[src/verilog/iob_wb_pkg.sv]
//~~~~~~~~~~~~~~~~~~~~~~~~~~~~~~~~~~~~~~~~~~~~~~~~~~~~~~~~~~~~~~~~~~~~~~~~~~
// Shared widths, slave count and vector types of the IOb to Wishbone fabric
// Referenced by scoped name from the RTL and the testbench
//~~~~~~~~~~~~~~~~~~~~~~~~~~~~~~~~~~~~~~~~~~~~~~~~~~~~~~~~~~~~~~~~~~~~~~~~~~

package iob_wb_pkg;

   // Default bus widths
   localparam int IOB_WB_ADDR_W = 32;
   localparam int IOB_WB_DATA_W = 32;

   // Number of Wishbone slaves behind the fabric
   localparam int IOB_WB_N_SLAVES = 4;

   // Slave index lives in the top address bits
   localparam int IOB_WB_SEL_W = 2;

   // Bytes enabled on a read before the address shift
   localparam int IOB_WB_READ_BYTES = 4;

   // One byte lane
   typedef logic [7:0] byte_t;

   // Slave index taken from the address
   typedef logic [IOB_WB_SEL_W-1:0] slv_idx_t;

endpackage

[src/verilog/iob_addr_decoder.sv]
//~~~~~~~~~~~~~~~~~~~~~~~~~~~~~~~~~~~~~~~~~~~~~~~~~~~~~~~~~~~~~~~~~~~~~~~~~~
// Address decoder of the fabric, routes IOb valid to one bridge and keeps
// the index of the bridge that owns the response, flags unmapped requests
//~~~~~~~~~~~~~~~~~~~~~~~~~~~~~~~~~~~~~~~~~~~~~~~~~~~~~~~~~~~~~~~~~~~~~~~~~~

`timescale 1ns/1ps

module iob_addr_decoder #(
   parameter int ADDR_W   = 32,
   parameter int N_SLAVES = 4
) (
   input  logic                 clk_i,
   input  logic                 arst_n_i,
   input  logic                 iob_valid_i,
   input  logic [ADDR_W-1:0]    iob_addr_i,
   input  logic                 iob_ready_i,
   output logic [N_SLAVES-1:0]  slv_valid_o,
   output iob_wb_pkg::slv_idx_t rsp_sel_o,
   output logic                 iob_err_o
);

   iob_wb_pkg::slv_idx_t idx;
   logic                 mapped;
   logic                 accept;

   // Slave index from the top address bits
   assign idx    = iob_addr_i[ADDR_W-1 -: iob_wb_pkg::IOB_WB_SEL_W];
   assign mapped = (int'(idx) < N_SLAVES);
   assign accept = iob_valid_i & iob_ready_i;

   // An index match implies a mapped slave here
   for (genvar i = 0; i < N_SLAVES; i++) begin : g_route
      assign slv_valid_o[i] = iob_valid_i & (idx == iob_wb_pkg::slv_idx_t'(i));
   end

   always_ff @(posedge clk_i or negedge arst_n_i) begin
      if (!arst_n_i) begin
         rsp_sel_o <= '0;
         iob_err_o <= 1'b0;
      end else begin
         // One-cycle pulse after an unmapped accept
         iob_err_o <= accept & ~mapped;
         // Unmapped requests leave the owner unchanged, so it stays idle
         if (accept && mapped) begin
            rsp_sel_o <= idx;
         end
      end
   end

endmodule

[src/verilog/iob_iob2wishbone.sv]
//~~~~~~~~~~~~~~~~~~~~~~~~~~~~~~~~~~~~~~~~~~~~~~~~~~~~~~~~~~~~~~~~~~~~~~~~~~
// IOb to Wishbone classic bridge, one request per bus cycle
// Read data is returned one cycle after the slave ack
//~~~~~~~~~~~~~~~~~~~~~~~~~~~~~~~~~~~~~~~~~~~~~~~~~~~~~~~~~~~~~~~~~~~~~~~~~~

`timescale 1ns/1ps

module iob_iob2wishbone #(
   parameter int ADDR_W     = 32,
   parameter int DATA_W     = 32,
   parameter int READ_BYTES = 4
) (
   input  logic                clk_i,
   input  logic                arst_n_i,
   // IOb side
   input  logic                iob_valid_i,
   input  logic [ADDR_W-1:0]   iob_addr_i,
   input  logic [DATA_W-1:0]   iob_wdata_i,
   input  logic [DATA_W/8-1:0] iob_wstrb_i,
   output logic                iob_rvalid_o,
   output logic [DATA_W-1:0]   iob_rdata_o,
   output logic                iob_ready_o,
   // Wishbone side
   output logic [ADDR_W-1:0]   wb_addr_o,
   output logic [DATA_W/8-1:0] wb_select_o,
   output logic                wb_we_o,
   output logic                wb_cyc_o,
   output logic                wb_stb_o,
   output logic [DATA_W-1:0]   wb_data_o,
   input  logic                wb_ack_i,
   input  logic [DATA_W-1:0]   wb_data_i
);

   localparam int NB = DATA_W / 8;

   // Low READ_BYTES lanes set
   function automatic logic [NB-1:0] rb_mask();
      logic [NB-1:0] m;
      for (int i = 0; i < NB; i++) begin
         m[i] = (i < READ_BYTES);
      end
      return m;
   endfunction

   localparam logic [NB-1:0] RB_MASK = rb_mask();

   logic              accept;
   logic              busy_r;
   logic              ack_r;
   logic              we_in;
   logic              we_r;
   logic [NB-1:0]     sel_in;
   logic [NB-1:0]     sel_r;
   logic [ADDR_W-1:0] addr_r;
   logic [DATA_W-1:0] wdata_r;
   logic [DATA_W-1:0] wdata_mux;
   logic [DATA_W-1:0] rdata_r;

   assign accept = iob_valid_i & iob_ready_o;
   assign we_in  = |iob_wstrb_i;
   assign sel_in = we_in ? iob_wstrb_i : RB_MASK << iob_addr_i[1:0];

   // Request goes straight out in the accept cycle, held copies after
   assign wb_cyc_o    = accept | busy_r;
   assign wb_stb_o    = wb_cyc_o;
   assign wb_addr_o   = accept ? iob_addr_i : addr_r;
   assign wb_we_o     = accept ? we_in : we_r;
   assign wb_select_o = accept ? sel_in : sel_r;
   assign wdata_mux   = accept ? iob_wdata_i : wdata_r;

   // Only strobed write lanes carry data on the bus
   for (genvar j = 0; j < NB; j++) begin : g_lane
      iob_wb_pkg::byte_t lane;
      assign lane = wdata_mux[j*8 +: 8];
      assign wb_data_o[j*8 +: 8] = (wb_we_o && wb_select_o[j]) ? lane : 8'h00;
   end

   assign iob_ready_o  = ~busy_r;
   assign iob_rvalid_o = ack_r & ~we_r;
   assign iob_rdata_o  = rdata_r;

   always_ff @(posedge clk_i or negedge arst_n_i) begin
      if (!arst_n_i) begin
         busy_r <= 1'b0;
         ack_r  <= 1'b0;
         we_r   <= 1'b0;
      end else begin
         ack_r <= wb_ack_i & wb_cyc_o;
         // Ack ends the cycle, even one acked in its accept cycle
         if (wb_ack_i && wb_cyc_o) begin
            busy_r <= 1'b0;
         end else if (accept) begin
            busy_r <= 1'b1;
         end
         if (accept) begin
            we_r <= we_in;
         end
      end
   end

   always_ff @(posedge clk_i) begin
      if (accept) begin
         addr_r  <= iob_addr_i;
         wdata_r <= iob_wdata_i;
         sel_r   <= sel_in;
      end
      if (wb_ack_i && wb_cyc_o) begin
         rdata_r <= wb_data_i;
      end
   end

endmodule

[src/verilog/iob_rsp_mux.sv]
//~~~~~~~~~~~~~~~~~~~~~~~~~~~~~~~~~~~~~~~~~~~~~~~~~~~~~~~~~~~~~~~~~~~~~~~~~~
// Response mux, returns ready, rvalid and rdata of the owning bridge
//~~~~~~~~~~~~~~~~~~~~~~~~~~~~~~~~~~~~~~~~~~~~~~~~~~~~~~~~~~~~~~~~~~~~~~~~~~

`timescale 1ns/1ps

module iob_rsp_mux #(
   parameter int N_SLAVES = 4,
   parameter int DATA_W   = 32
) (
   input  logic                         clk_i,
   input  logic                         arst_n_i,
   input  iob_wb_pkg::slv_idx_t         rsp_sel_i,
   input  logic [N_SLAVES-1:0]          bridge_ready_i,
   input  logic [N_SLAVES-1:0]          bridge_rvalid_i,
   input  logic [N_SLAVES*DATA_W-1:0]   bridge_rdata_i,
   output logic                         iob_ready_o,
   output logic                         iob_rvalid_o,
   output logic [DATA_W-1:0]            iob_rdata_o
);

   logic              sel_ready;
   logic              sel_rvalid;
   logic [DATA_W-1:0] sel_rdata;

   always_comb begin
      sel_ready  = 1'b1;
      sel_rvalid = 1'b0;
      sel_rdata  = '0;
      for (int i = 0; i < N_SLAVES; i++) begin
         if (rsp_sel_i == iob_wb_pkg::slv_idx_t'(i)) begin
            sel_ready  = bridge_ready_i[i];
            sel_rvalid = bridge_rvalid_i[i];
            sel_rdata  = bridge_rdata_i[i*DATA_W +: DATA_W];
         end
      end
   end

   assign iob_ready_o  = sel_ready;
   assign iob_rvalid_o = sel_rvalid;
   // Stale read data is masked between responses
   assign iob_rdata_o  = iob_rvalid_o ? sel_rdata : '0;

endmodule

[src/verilog/iob_wb_split.sv]
//~~~~~~~~~~~~~~~~~~~~~~~~~~~~~~~~~~~~~~~~~~~~~~~~~~~~~~~~~~~~~~~~~~~~~~~~~~
// Top of the IOb to Wishbone fabric, one IOb port to N_SLAVES slaves
// Per-slave Wishbone buses are flat vectors indexed by slave number
//~~~~~~~~~~~~~~~~~~~~~~~~~~~~~~~~~~~~~~~~~~~~~~~~~~~~~~~~~~~~~~~~~~~~~~~~~~

`timescale 1ns/1ps

module iob_wb_split #(
   parameter int ADDR_W     = iob_wb_pkg::IOB_WB_ADDR_W,
   parameter int DATA_W     = iob_wb_pkg::IOB_WB_DATA_W,
   parameter int N_SLAVES   = iob_wb_pkg::IOB_WB_N_SLAVES,
   parameter int READ_BYTES = iob_wb_pkg::IOB_WB_READ_BYTES
) (
   input  logic                           clk_i,
   input  logic                           arst_n_i,
   // IOb master port
   input  logic                           iob_valid_i,
   input  logic [ADDR_W-1:0]              iob_addr_i,
   input  logic [DATA_W-1:0]              iob_wdata_i,
   input  logic [DATA_W/8-1:0]            iob_wstrb_i,
   // Kept for IOb port compatibility only
   input  logic                           iob_rready_i,
   output logic                           iob_rvalid_o,
   output logic [DATA_W-1:0]              iob_rdata_o,
   output logic                           iob_ready_o,
   output logic                           iob_err_o,
   // Wishbone slave buses
   output logic [N_SLAVES*ADDR_W-1:0]     wb_addr_o,
   output logic [N_SLAVES*DATA_W/8-1:0]   wb_select_o,
   output logic [N_SLAVES-1:0]            wb_we_o,
   output logic [N_SLAVES-1:0]            wb_cyc_o,
   output logic [N_SLAVES-1:0]            wb_stb_o,
   output logic [N_SLAVES*DATA_W-1:0]     wb_data_o,
   input  logic [N_SLAVES-1:0]            wb_ack_i,
   input  logic [N_SLAVES*DATA_W-1:0]     wb_data_i
);

   localparam int NB = DATA_W / 8;

   logic [N_SLAVES-1:0]        slv_valid;
   iob_wb_pkg::slv_idx_t       rsp_sel;
   logic [N_SLAVES-1:0]        bridge_ready;
   logic [N_SLAVES-1:0]        bridge_rvalid;
   logic [N_SLAVES*DATA_W-1:0] bridge_rdata;

   iob_addr_decoder #(
      .ADDR_W  (ADDR_W),
      .N_SLAVES(N_SLAVES)
   ) u_decoder (
      .clk_i      (clk_i),
      .arst_n_i   (arst_n_i),
      .iob_valid_i(iob_valid_i),
      .iob_addr_i (iob_addr_i),
      .iob_ready_i(iob_ready_o),
      .slv_valid_o(slv_valid),
      .rsp_sel_o  (rsp_sel),
      .iob_err_o  (iob_err_o)
   );

   for (genvar i = 0; i < N_SLAVES; i++) begin : g_bridge
      iob_iob2wishbone #(
         .ADDR_W    (ADDR_W),
         .DATA_W    (DATA_W),
         .READ_BYTES(READ_BYTES)
      ) u_bridge (
         .clk_i       (clk_i),
         .arst_n_i    (arst_n_i),
         .iob_valid_i (slv_valid[i]),
         .iob_addr_i  (iob_addr_i),
         .iob_wdata_i (iob_wdata_i),
         .iob_wstrb_i (iob_wstrb_i),
         .iob_rvalid_o(bridge_rvalid[i]),
         .iob_rdata_o (bridge_rdata[i*DATA_W +: DATA_W]),
         .iob_ready_o (bridge_ready[i]),
         .wb_addr_o   (wb_addr_o[i*ADDR_W +: ADDR_W]),
         .wb_select_o (wb_select_o[i*NB +: NB]),
         .wb_we_o     (wb_we_o[i]),
         .wb_cyc_o    (wb_cyc_o[i]),
         .wb_stb_o    (wb_stb_o[i]),
         .wb_data_o   (wb_data_o[i*DATA_W +: DATA_W]),
         .wb_ack_i    (wb_ack_i[i]),
         .wb_data_i   (wb_data_i[i*DATA_W +: DATA_W])
      );
   end

   iob_rsp_mux #(
      .N_SLAVES(N_SLAVES),
      .DATA_W  (DATA_W)
   ) u_rsp_mux (
      .clk_i          (clk_i),
      .arst_n_i       (arst_n_i),
      .rsp_sel_i      (rsp_sel),
      .bridge_ready_i (bridge_ready),
      .bridge_rvalid_i(bridge_rvalid),
      .bridge_rdata_i (bridge_rdata),
      .iob_ready_o    (iob_ready_o),
      .iob_rvalid_o   (iob_rvalid_o),
      .iob_rdata_o    (iob_rdata_o)
   );

endmodule

[config.mk]
export PLATFORM = sky130hd
export DESIGN_NAME = iob_wb_split
export DESIGN_NICKNAME = d
export VERILOG_FILES = /design/src/verilog/iob_wb_pkg.sv /design/src/verilog/iob_addr_decoder.sv /design/src/verilog/iob_iob2wishbone.sv /design/src/verilog/iob_rsp_mux.sv /design/src/verilog/iob_wb_split.sv
export SDC_FILE = /design/constraint.sdc
export NUM_CORES = 1
export LEC_CHECK = 0
export ABC_AREA = 1
export BUFFER_PORTS_ARGS = -buffer_cell sky130_fd_sc_hd__buf_2
export CORE_MARGIN = 5
export CORE_UTILIZATION = 30
export CTS_CLUSTER_SIZE = 40
export DETAILED_ROUTE_END_ITERATION = 12
export PLACE_DENSITY = 0.64
export SYNTH_ARGS = -nofsm -noshare
export SYNTH_HDL_FRONTEND = slang
export SYNTH_SLANG_ARGS = --single-unit
export TNS_END_PERCENT = 30
[constraint.sdc]
create_clock -name clk_i -period 4.42 [get_ports clk_i]
set_input_delay 0.884 -clock clk_i [delete_from_list [all_inputs] [get_ports clk_i]]
set_output_delay 0.884 -clock clk_i [all_outputs]
set_load 0.03 [all_outputs]
==> results of run 1 <==
-- metal layers --
| layer | wire, um | vias up | global-route usage (%) |
|---|---|---|---|
| li1 | - | 6564 | - |
| met3 | 3625 | 85 | 3.922 |
| met2 | 25230 | 461 | 29.74 |
| met4 | 1526 | 2 | 5.600 |
| met1 | 21140 | 6163 | 20.95 |
| met5 | 13 | - | 0 |
-- state kept, by name (all words and copies together), names as in the netlist --
register	flops
g_bridge.u_bridge.addr_r	128
g_bridge.u_bridge.we_r	4
g_bridge.u_bridge.sel_r	16
g_bridge.u_bridge.ack_r	4
g_bridge.u_bridge.wdata_r	128
u_decoder.rsp_sel_o	2
g_bridge.u_bridge.busy_r	4
g_bridge.u_bridge.iob_rdata_o	128
-- layout by cell type (no fill, tap or decap), types with 5 or more instances in the layout --
master,n
buf_2,520
nand2_1,352
inv_1,307
dfxtp_1,272
o21ai_0,233
nor2_1,169
edfxtp_1,128
o21ai_1,78
clkbuf_16,46
nand3_1,41
or2_2,36
buf_4,21
dfrtp_1,14
and2_1,12
clkbuf_1,11
nand3_2,9
a22oi_1,8
clkbuf_8,7
bufinv_16,6
nand2_2,5
-- final timing paths --
| kind | from | to | slack, ns | cells past startpoint |
|---|---|---|---|---|
| max | u_decoder.rsp_sel_o[1] | iob_rdata_o[0] | 0.55 | 8 |
| min | arst_n_i | u_decoder.rsp_sel_o[0] | 0.22 | 1 |
| max reg2reg | u_decoder.rsp_sel_o[1] | u_decoder.rsp_sel_o[1] | 2.49 | 7 |
| min reg2reg | g_bridge[2].u_bridge.addr_r[30] | g_bridge[2].u_bridge.addr_r[30] | 0.42 | 2 |
| max in group asynchronous | arst_n_i | g_bridge[2].u_bridge.we_r | 3.94 | 1 |
| min in group clk_i | g_bridge[2].u_bridge.addr_r[30] | g_bridge[2].u_bridge.addr_r[30] | 0.42 | 2 |
-- area by class of cell --
| type | instances | area share [%] |
|---|---|---|
| clock inverters | 19 | 1.380 |
| multi-input cells | 966 | 21.66 |
| clock buffers | 64 | 6.290 |
| well taps | 680 | 4.153 |
| inverters | 310 | 5.680 |
| repair buffers | 544 | 13.77 |
| flip-flops and latches | 414 | 47.05 |
| diodes | 2 | 0.02443 |
-- power by group through the flow --
stage / registers (mW) / clock network (mW) / logic [mW]
after global placement: 4.65 / 0 / 3.16
after CTS: 4.59 / 4.05 / 3.22
final: 4.59 / 3.94 / 3.18
after detailed placement: 4.67 / 0 / 3.21
after global routing: 4.63 / 4.20 / 3.47
after floorplan: 4.62 / 0 / 2.17
-- synthesized netlist by cell type (5+ instances only) --
cell type  number  area [um2]
nand2_2         5       31.28
and2_1         12       75.07
nand2_1       354        1329
clkbuf_1       29       108.9
nor2_1        172       645.6
o21ai_0       233        1166
a22oi_1         8       60.06
dfxtp_1       272        5445
edfxtp_1      128        3844
inv_1         307        1152
nand3_1        41       205.2
o21ai_1        78       390.4
buf_6           7       78.83
buf_1           6       22.52
dfrtp_1        14       350.3
buf_4          22       165.2
or2_2          36       225.2
nand3_2        10       100.1
buf_2          21       105.1
-- kinds of logic (layout without fill, tap and decap cells) --
group | count (synthesis) | after routing | synth area share [%]
other | 1 | 3 | 0.02394
and+or+nand+nor | 641 | 641 | 17.36
AOI/OAI and AO/OA | 324 | 324 | 10.51
DFF | 414 | 414 | 61.54
buffers and inverters | 397 | 937 | 10.56
-- through the flow --
stage,area [um2],hold slack [ns]
finish,20490,0.2229
global route,20480,0.2070
CTS,20480,0.1816
detailed placement,18910,0.4159
global placement,18910,0.4110
floorplan,15660,0.4912
==> flow_metrics.tcl, run 1 <==
set metrics [dict create \
    crit_chain "nand2_1 > inv_2 > nand2_1 > inv_1 > nor2_2 > buf_4 > nor2_1 > buf_2" \
    drt-initial-drc-count 712 \
    crit_path_max_incr_delay_ns 0.86 \
    path_max_fanout 25 \
    start_kind "flip-flop" \
    core_um2 51510 \
    setup_violations 0 \
    critPathBufInv 4 \
    fmax_ghz 0.2586 \
    synthToLayoutAreaGrowth_pct 30.80 \
    worst_ep_arrival_time_ns 2.98 \
    comb_power_share_pct 27.1 \
    start_util_pct 30.41 \
    cts.reportedPaths.clkPinSlew_ns 0.06 \
    clock_sinks 414 \
    routedWlPerCell_um 17.18 \
    antenna_left 0 \
    intPower_mw 7.694 \
    antenna_found_initial 3 \
    cts_max_path_buffers 3 \
    fin_crit_ns 3.867 \
    ir_drop_uv 324.8 \
    regArea_um2 9639 \
    worst_pin_slew_ns 1.021 \
    clkPwrFrac_pct 33.7 \
    yosysSeqAreaShare_pct 61.54 \
    final_nets 2486 \
    p_sw_mw 4.012 \
    hold_buffers 0 \
    grtUsageTotal_pct 17.06 \
    async_reset_ff_share_pct 3.382 \
    critPathRequiredTime_ns 3.54 \
    switching_share_pct 34.27 \
    crit_slowest_cell "dfrtp_1" \
    critPathCaptureType "output port" \
    place_inst 2914 \
    via_per_inst 4.426 \
    io_pins 523 \
    postSynthCellCount 1777 \
    crit_type "flip-flop to output port" \
    max_slew_margin_pct 31.78 \
    vias 13280 \
    post-cts-setup-buffers 0 \
    post-route-period-util_pct 87.48 \
    grt_first_pass_wirelength_um 75490 \
    power_mw 11.71 \
    slew_violations 0 \
    syn_area_um2 15660 \
    status "complete, no violations" \
    die_h_um 238.5 \
    multi_input_area_um2 4437 \
    synth_fp_nets 1981 \
    hold_path.class "primary input to async pin" \
    n_fill_cell 5175 \
    synthFlopType "dfxtp_1" \
    clock_latency_ns 0.57 \
    instances_no_fill 2999 \
    ys_seq_elements 414 \
    rsz0062_at_grt "no" \
    grt_max_degree 105 \
    ys_types 30 \
    die_x_um 238.5 \
    tritoncts "yes" \
    wl_um 51530 \
    htree_levels 2 \
    drv_cap 0 \
    post-place-ws_ns 0.6680 \
    fin_setup_tns_ns 0 \
    drive_gt1_share_pct 29.39 \
    syn_avg_cell_area_um2 8.814 \
    die_area_um2 56880 \
    cpMostUsedCell "nand2_1" \
    hpwl_um 38340 \
    synth_edf_count 128 \
    rows 83 \
    place_congestion 0.8714 \
    first_global_vias 12920 \
    cts_root_buffer "clkbuf_16" \
    p_leak_nw 10.49 \
    utilization_pct 39.77 \
    drc 0 \
    crit_family "buffers and inverters" \
    power_density_nw_per_um2 571.4 \
    seqPwrFrac_pct 39.2 \
    fin_skew_ns 0.01754 \
    port_buffers 520 \
    cts_resized 0 \
    setup_slack_ns 0.5532 \
    grt_overflow 0 \
    dr.pass1.iters 5 \
    yosys_warnings 0 \
    numCtsBuffers 46 \
    hold_violations 0 \
]
Note: power is estimated with default switching activity, not from simulation.
==> run 2, diff against run 1 <==
--- a/config.mk
+++ b/config.mk
@@ -7,11 +7,12 @@
 export LEC_CHECK = 0
 export ABC_AREA = 1
 export BUFFER_PORTS_ARGS = -buffer_cell sky130_fd_sc_hd__buf_2
+export CAP_MARGIN = 5
 export CORE_MARGIN = 5
 export CORE_UTILIZATION = 30
 export CTS_CLUSTER_SIZE = 40
 export DETAILED_ROUTE_END_ITERATION = 12
-export PLACE_DENSITY = 0.64
+export PLACE_DENSITY = 0.57
 export SYNTH_ARGS = -nofsm -noshare
 export SYNTH_HDL_FRONTEND = slang
 export SYNTH_SLANG_ARGS = --single-unit
==> constraint.sdc (replaced) <==
create_clock -name clk_i -period 4.42 [get_ports clk_i]
set_input_delay 0.884 -clock clk_i [delete_from_list [all_inputs] [get_ports clk_i]]
set_output_delay 0.884 -clock clk_i [all_outputs]
set_load 0.01 [all_outputs]
==> flow_metrics.tcl, run 2 (same netlist as run 1, synthesis figures left out) <==
set metrics [dict create \
    antenna_found_initial 5 \
    antenna_left 0 \
    dr.pass1.iters 5 \
    final_cell_mix "buf_2 (520), nand2_1 (352), inv_1 (307)" \
    die_x_um 238.5 \
    tritoncts "yes" \
    hold_buffers 0 \
    post-cts-setup-buffers 0 \
    start_kind "flip-flop" \
    slew_violations 0 \
    crit_type "flip-flop to output port" \
    worst_ep_arrival_time_ns 3.01 \
    htree_levels 2 \
    max_slew_margin_pct 24.74 \
    grtUsageTotal_pct 17.33 \
    final_area_um2 20540 \
    cpMostUsedCell "nand2_1" \
    crit_family "flip-flops" \
    port_buffers 520 \
    clock_latency_ns 0.57 \
    crit_path_max_incr_delay_ns 0.93 \
    ir_drop_uv 366.4 \
    clock_sinks 414 \
    grt_overflow 0 \
    power_density_nw_per_um2 541.1 \
    first_global_vias 12640 \
    setup_slack_ns 0.5287 \
    mostFrequentLayoutCell "buf_2" \
    drive_gt1_share_pct 29.50 \
    fin_skew_ns 0.01693 \
    hpwl_um 38470 \
    via_per_inst 4.351 \
    core_um2 51510 \
    vias 13070 \
    final_nets 2488 \
    path_max_fanout 25 \
    wl_um 51850 \
    start_util_pct 30.41 \
    hold_violations 0 \
    post-place-ws_ns 0.5727 \
    worst_pin_slew_ns 1.126 \
    cts.reportedPaths.clkPinSlew_ns 0.06 \
    drc 0 \
    n_fill_cell 5226 \
    rows 83 \
    critPathCaptureType "output port" \
    critPathRequiredTime_ns 3.54 \
    routedWlPerCell_um 17.27 \
    hold_path.class "primary input to async pin" \
    fin_crit_ns 3.891 \
    cts_resized 0 \
    cts_root_buffer "clkbuf_16" \
    place_congestion 0.8742 \
    crit_chain "nand2_1 > inv_2 > nand2_1 > inv_1 > nor2_2 > buf_4 > nor2_1 > buf_2" \
    crit_slowest_cell "dfrtp_1" \
    grt_first_pass_wirelength_um 76250 \
    cp_num_cells 8 \
    grt_max_degree 77 \
    drt-initial-drc-count 738 \
    place_area_um2 18890 \
    p_leak_nw 10.51 \
    drv_cap 0 \
    fmax_ghz 0.2570 \
    setup_violations 0 \
    critPathBufInv 4 \
    numCtsBuffers 47 \
    synthToLayoutAreaGrowth_pct 31.15 \
    die_h_um 238.5 \
    regArea_um2 9639 \
    die_area_um2 56880 \
    fin_setup_tns_ns 0 \
    utilization_pct 39.88 \
    cts_max_path_buffers 3 \
    r2r_cells 7 \
    io_pins 523 \
    post-route-period-util_pct 88.04 \
    status "complete, no violations" \
    multi_input_area_um2 4442 \
    rsz0062_at_grt "no" \
]
==> run 2: stage by stage <==
step                power [mW]  cells  hold slack [ns]
global route             11.73   3003           0.2229
global placement         7.070   2915           0.4109
CTS                      11.30   3002           0.2056
finish                   11.11   3003           0.2299
floorplan                6.042   1777           0.4416
detailed placement       7.121   2915           0.4147
==> run 2: area by class of cell <==
| class | count | share of cell area, % |
|---|---|---|
| Clock inverter | 21 | 1.529 |
| Multi-Input combinational cell | 966 | 21.62 |
| Clock buffer | 66 | 6.518 |
| Timing Repair Buffer | 545 | 13.58 |
| Antenna cell | 1 | 0.01218 |
| Inverter | 310 | 5.665 |
| Tap cell | 680 | 4.142 |
| Sequential cell | 414 | 46.93 |
==> run 2: path summary, 6_finish.rpt <==
path	start	to	slack, ns
setup / recovery	u_decoder.rsp_sel_o[1]	iob_rdata_o[0]	0.53
hold / removal	arst_n_i	g_bridge[0].u_bridge.we_r	0.23
setup reg to reg	u_decoder.rsp_sel_o[1]	u_decoder.rsp_sel_o[1]	2.29
hold reg to reg	g_bridge[2].u_bridge.addr_r[30]	g_bridge[2].u_bridge.addr_r[30]	0.42
max in group asynchronous	arst_n_i	g_bridge[0].u_bridge.busy_r	3.92
min in group clk_i	g_bridge[2].u_bridge.addr_r[30]	g_bridge[2].u_bridge.addr_r[30]	0.42
==> run 2: report_power, final <==
group / switching (mW) / total, mW / internal, mW
logic: 1.57 / 2.41 / 0.845
clock network: 1.58 / 4.11 / 2.53
registers: 0.146 / 4.59 / 4.44
total: 3.30 / 11.1 / 7.82
==> run 2: routing by layer <==
layer | wire, um | track usage [%] | vias to the layer above
li1 | - | - | 6580
met5 | 41 | 0 | -
met2 | 25030 | 29.80 | 449
met4 | 1389 | 4.904 | 6
met1 | 21550 | 21.60 | 5948
met3 | 3846 | 4.522 | 84
==> run 3, diff against run 2 <==
--- a/config.mk
+++ b/config.mk
@@ -15,5 +15,6 @@
 export PLACE_DENSITY = 0.57
 export SYNTH_ARGS = -nofsm -noshare
 export SYNTH_HDL_FRONTEND = slang
+export SYNTH_HIERARCHICAL = 1
 export SYNTH_SLANG_ARGS = --single-unit
 export TNS_END_PERCENT = 30
==> flow_metrics.tcl, run 3 <==
set metrics [dict create \
    status "complete, no violations" \
    yosysMostFrequentCell "nand2_1" \
    rsz0062_at_grt "no" \
    setup_slack_ns 0.3656 \
    grt_max_degree 50 \
    final_nets 2581 \
    critPathCaptureType "output port" \
    ys_top_cells_by_count "nand2_1 (506), dfxtp_1 (272), nor2_1 (193), inv_1 (179), or2_2 (161)" \
    critPathRequiredTime_ns 3.54 \
    p_leak_nw 10.44 \
    synthToLayoutAreaGrowth_pct 28.84 \
    tritoncts "yes" \
    post-cts-setup-buffers 0 \
    dr.pass1.iters 5 \
    io_pins 523 \
    die_area_um2 59380 \
    antenna_left 0 \
    crit_chain "buf_4 > inv_2 > nor2_1 > nand2_1 > nand3_1 > nand2_1 > nor2_1 > buf_2" \
    synth_edf_count 128 \
    fin_setup_tns_ns 0 \
    clock_sinks 414 \
    r2r_cells 6 \
    port_buffers 520 \
    fmax_ghz 0.2466 \
    numCtsBuffers 45 \
    die_x_um 243.7 \
    start_kind "flip-flop" \
    ys_types 33 \
    hold_buffers 0 \
    cts.reportedPaths.clkPinSlew_ns 0.06 \
    routedWlPerCell_um 18.42 \
    grt_overflow 0 \
    crit_family "simple AND/OR/NAND/NOR gates" \
    drv_cap 0 \
    start_util_pct 30.38 \
    place_congestion 0.8507 \
    grtUsageTotal_pct 18.37 \
    hold_violations 0 \
    synthTopCellsByArea "dfxtp_1 (33%), edfxtp_1 (23%), nand2_1 (12%)" \
    drt-initial-drc-count 748 \
    crit_slowest_cell "nor2_1" \
    synthFlopType "dfxtp_1" \
    postSynthCellCount 1866 \
    rows 85 \
    wl_um 57230 \
    final_cell_mix "buf_2 (520), nand2_1 (506), dfxtp_1 (272)" \
    ir_drop_uv 352.7 \
    post-route-period-util_pct 91.73 \
    synth_fp_nets 2070 \
    crit_path_max_incr_delay_ns 0.74 \
    yosys_warnings 6 \
    crit_type "flip-flop to output port" \
    core_um2 53920 \
    path_max_fanout 26 \
    vias 13990 \
    hpwl_um 40650 \
    drc 0 \
    async_reset_ff_share_pct 3.382 \
    final_area_um2 21110 \
    place_area_um2 19670 \
    fin_crit_ns 4.054 \
    synth.top_cell.area_share_pct 33.24 \
    cts_root_buffer "clkbuf_16" \
    grt_first_pass_wirelength_um 84540 \
    via_per_inst 4.504 \
    yosys.area.top_type "dfxtp_1" \
    mostFrequentLayoutCell "buf_2" \
    clock_latency_ns 0.57 \
    syn_area_um2 16380 \
    drive_gt1_share_pct 34.26 \
    die_h_um 243.7 \
    cp_num_cells 8 \
    post-place-ws_ns 0.6949 \
    ys_seq_elements 414 \
    cts_resized 0 \
    worst_pin_slew_ns 1.079 \
    fin_skew_ns 0.01457 \
    slew_violations 0 \
    critPathBufInv 3 \
    antenna_found_initial 7 \
    place_inst 3026 \
    utilization_pct 39.14 \
    setup_violations 0 \
    worst_ep_arrival_time_ns 3.17 \
    n_fill_cell 5487 \
    syn_avg_cell_area_um2 8.779 \
    max_slew_margin_pct 28.04 \
    cts_max_path_buffers 3 \
    htree_levels 2 \
    power_mw 11.22 \
    first_global_vias 13830 \
    power_density_nw_per_um2 531.8 \
    hold_slack_ns 0.2106 \
    yosysSeqAreaShare_pct 58.84 \
    instances_no_fill 3107 \
    hold_path.class "primary input to async pin" \
]
run 3: worst reg2reg max path: stages, from the launching register on:
cell and delay (ns):
dfrtp_1 0.59, nand2_1 0.75, o211ai_1 0.18, o21ai_0 0.40
nand2_1 0.13, nand2_1 0.08, nand2_1 0.06
run 3: path summary, 6_finish.rpt:
kind	startpoint	slack (ns)	end
max reg2reg	u_decoder/rsp_sel_o[1]	2.13	u_decoder/rsp_sel_o[1]
min in group clk_i	g_bridge[1].u_bridge/addr_r[5]	0.44	g_bridge[1].u_bridge/addr_r[5]
max	u_decoder/rsp_sel_o[0]	0.37	iob_rdata_o[9]
max in group asynchronous	arst_n_i	3.93	g_bridge[1].u_bridge/we_r
min	arst_n_i	0.21	g_bridge[2].u_bridge/busy_r
min reg2reg	g_bridge[1].u_bridge/addr_r[5]	0.44	g_bridge[1].u_bridge/addr_r[5]
run 3: cell families after synthesis:
kind of cell | share of synthesized area [%]
compound gates | 5.148
buf+inv | 7.409
flops | 58.84
simple gates | 28.58
other cells | 0.02289
run 3: power by group:
| part | total (mW) | switching, mW | internal [mW] |
|---|---|---|---|
| clock network | 3.65 | 1.53 | 2.12 |
| registers | 4.62 | 0.142 | 4.48 |
| logic | 2.95 | 1.87 | 1.08 |
| total | 11.2 | 3.55 | 7.68 |
run 3: metal layers:
| layer | track usage [%] | wire length [um] | vias to the layer above |
|---|---|---|---|
| met1 | 23.17 | 24300 | 6545 |
| met4 | 6.273 | 1675 | 6 |
| met5 | 0 | 34 | - |
| met3 | 3.661 | 3593 | 99 |
| met2 | 31.57 | 27620 | 521 |
| li1 | - | - | 6822 |
run 3: final cells by class:
cell class,count,area [um2],share of cell area [%]
inverter,199,747.0,3.539
sequential,414,9639,45.67
tap,696,870.8,4.126
timing repair buffer,548,2875,13.62
clock buffer,64,1309,6.201
clock inverter,14,123.9,0.5869
antenna,3,7.507,0.03557
multi-input combinational,1169,5534,26.22
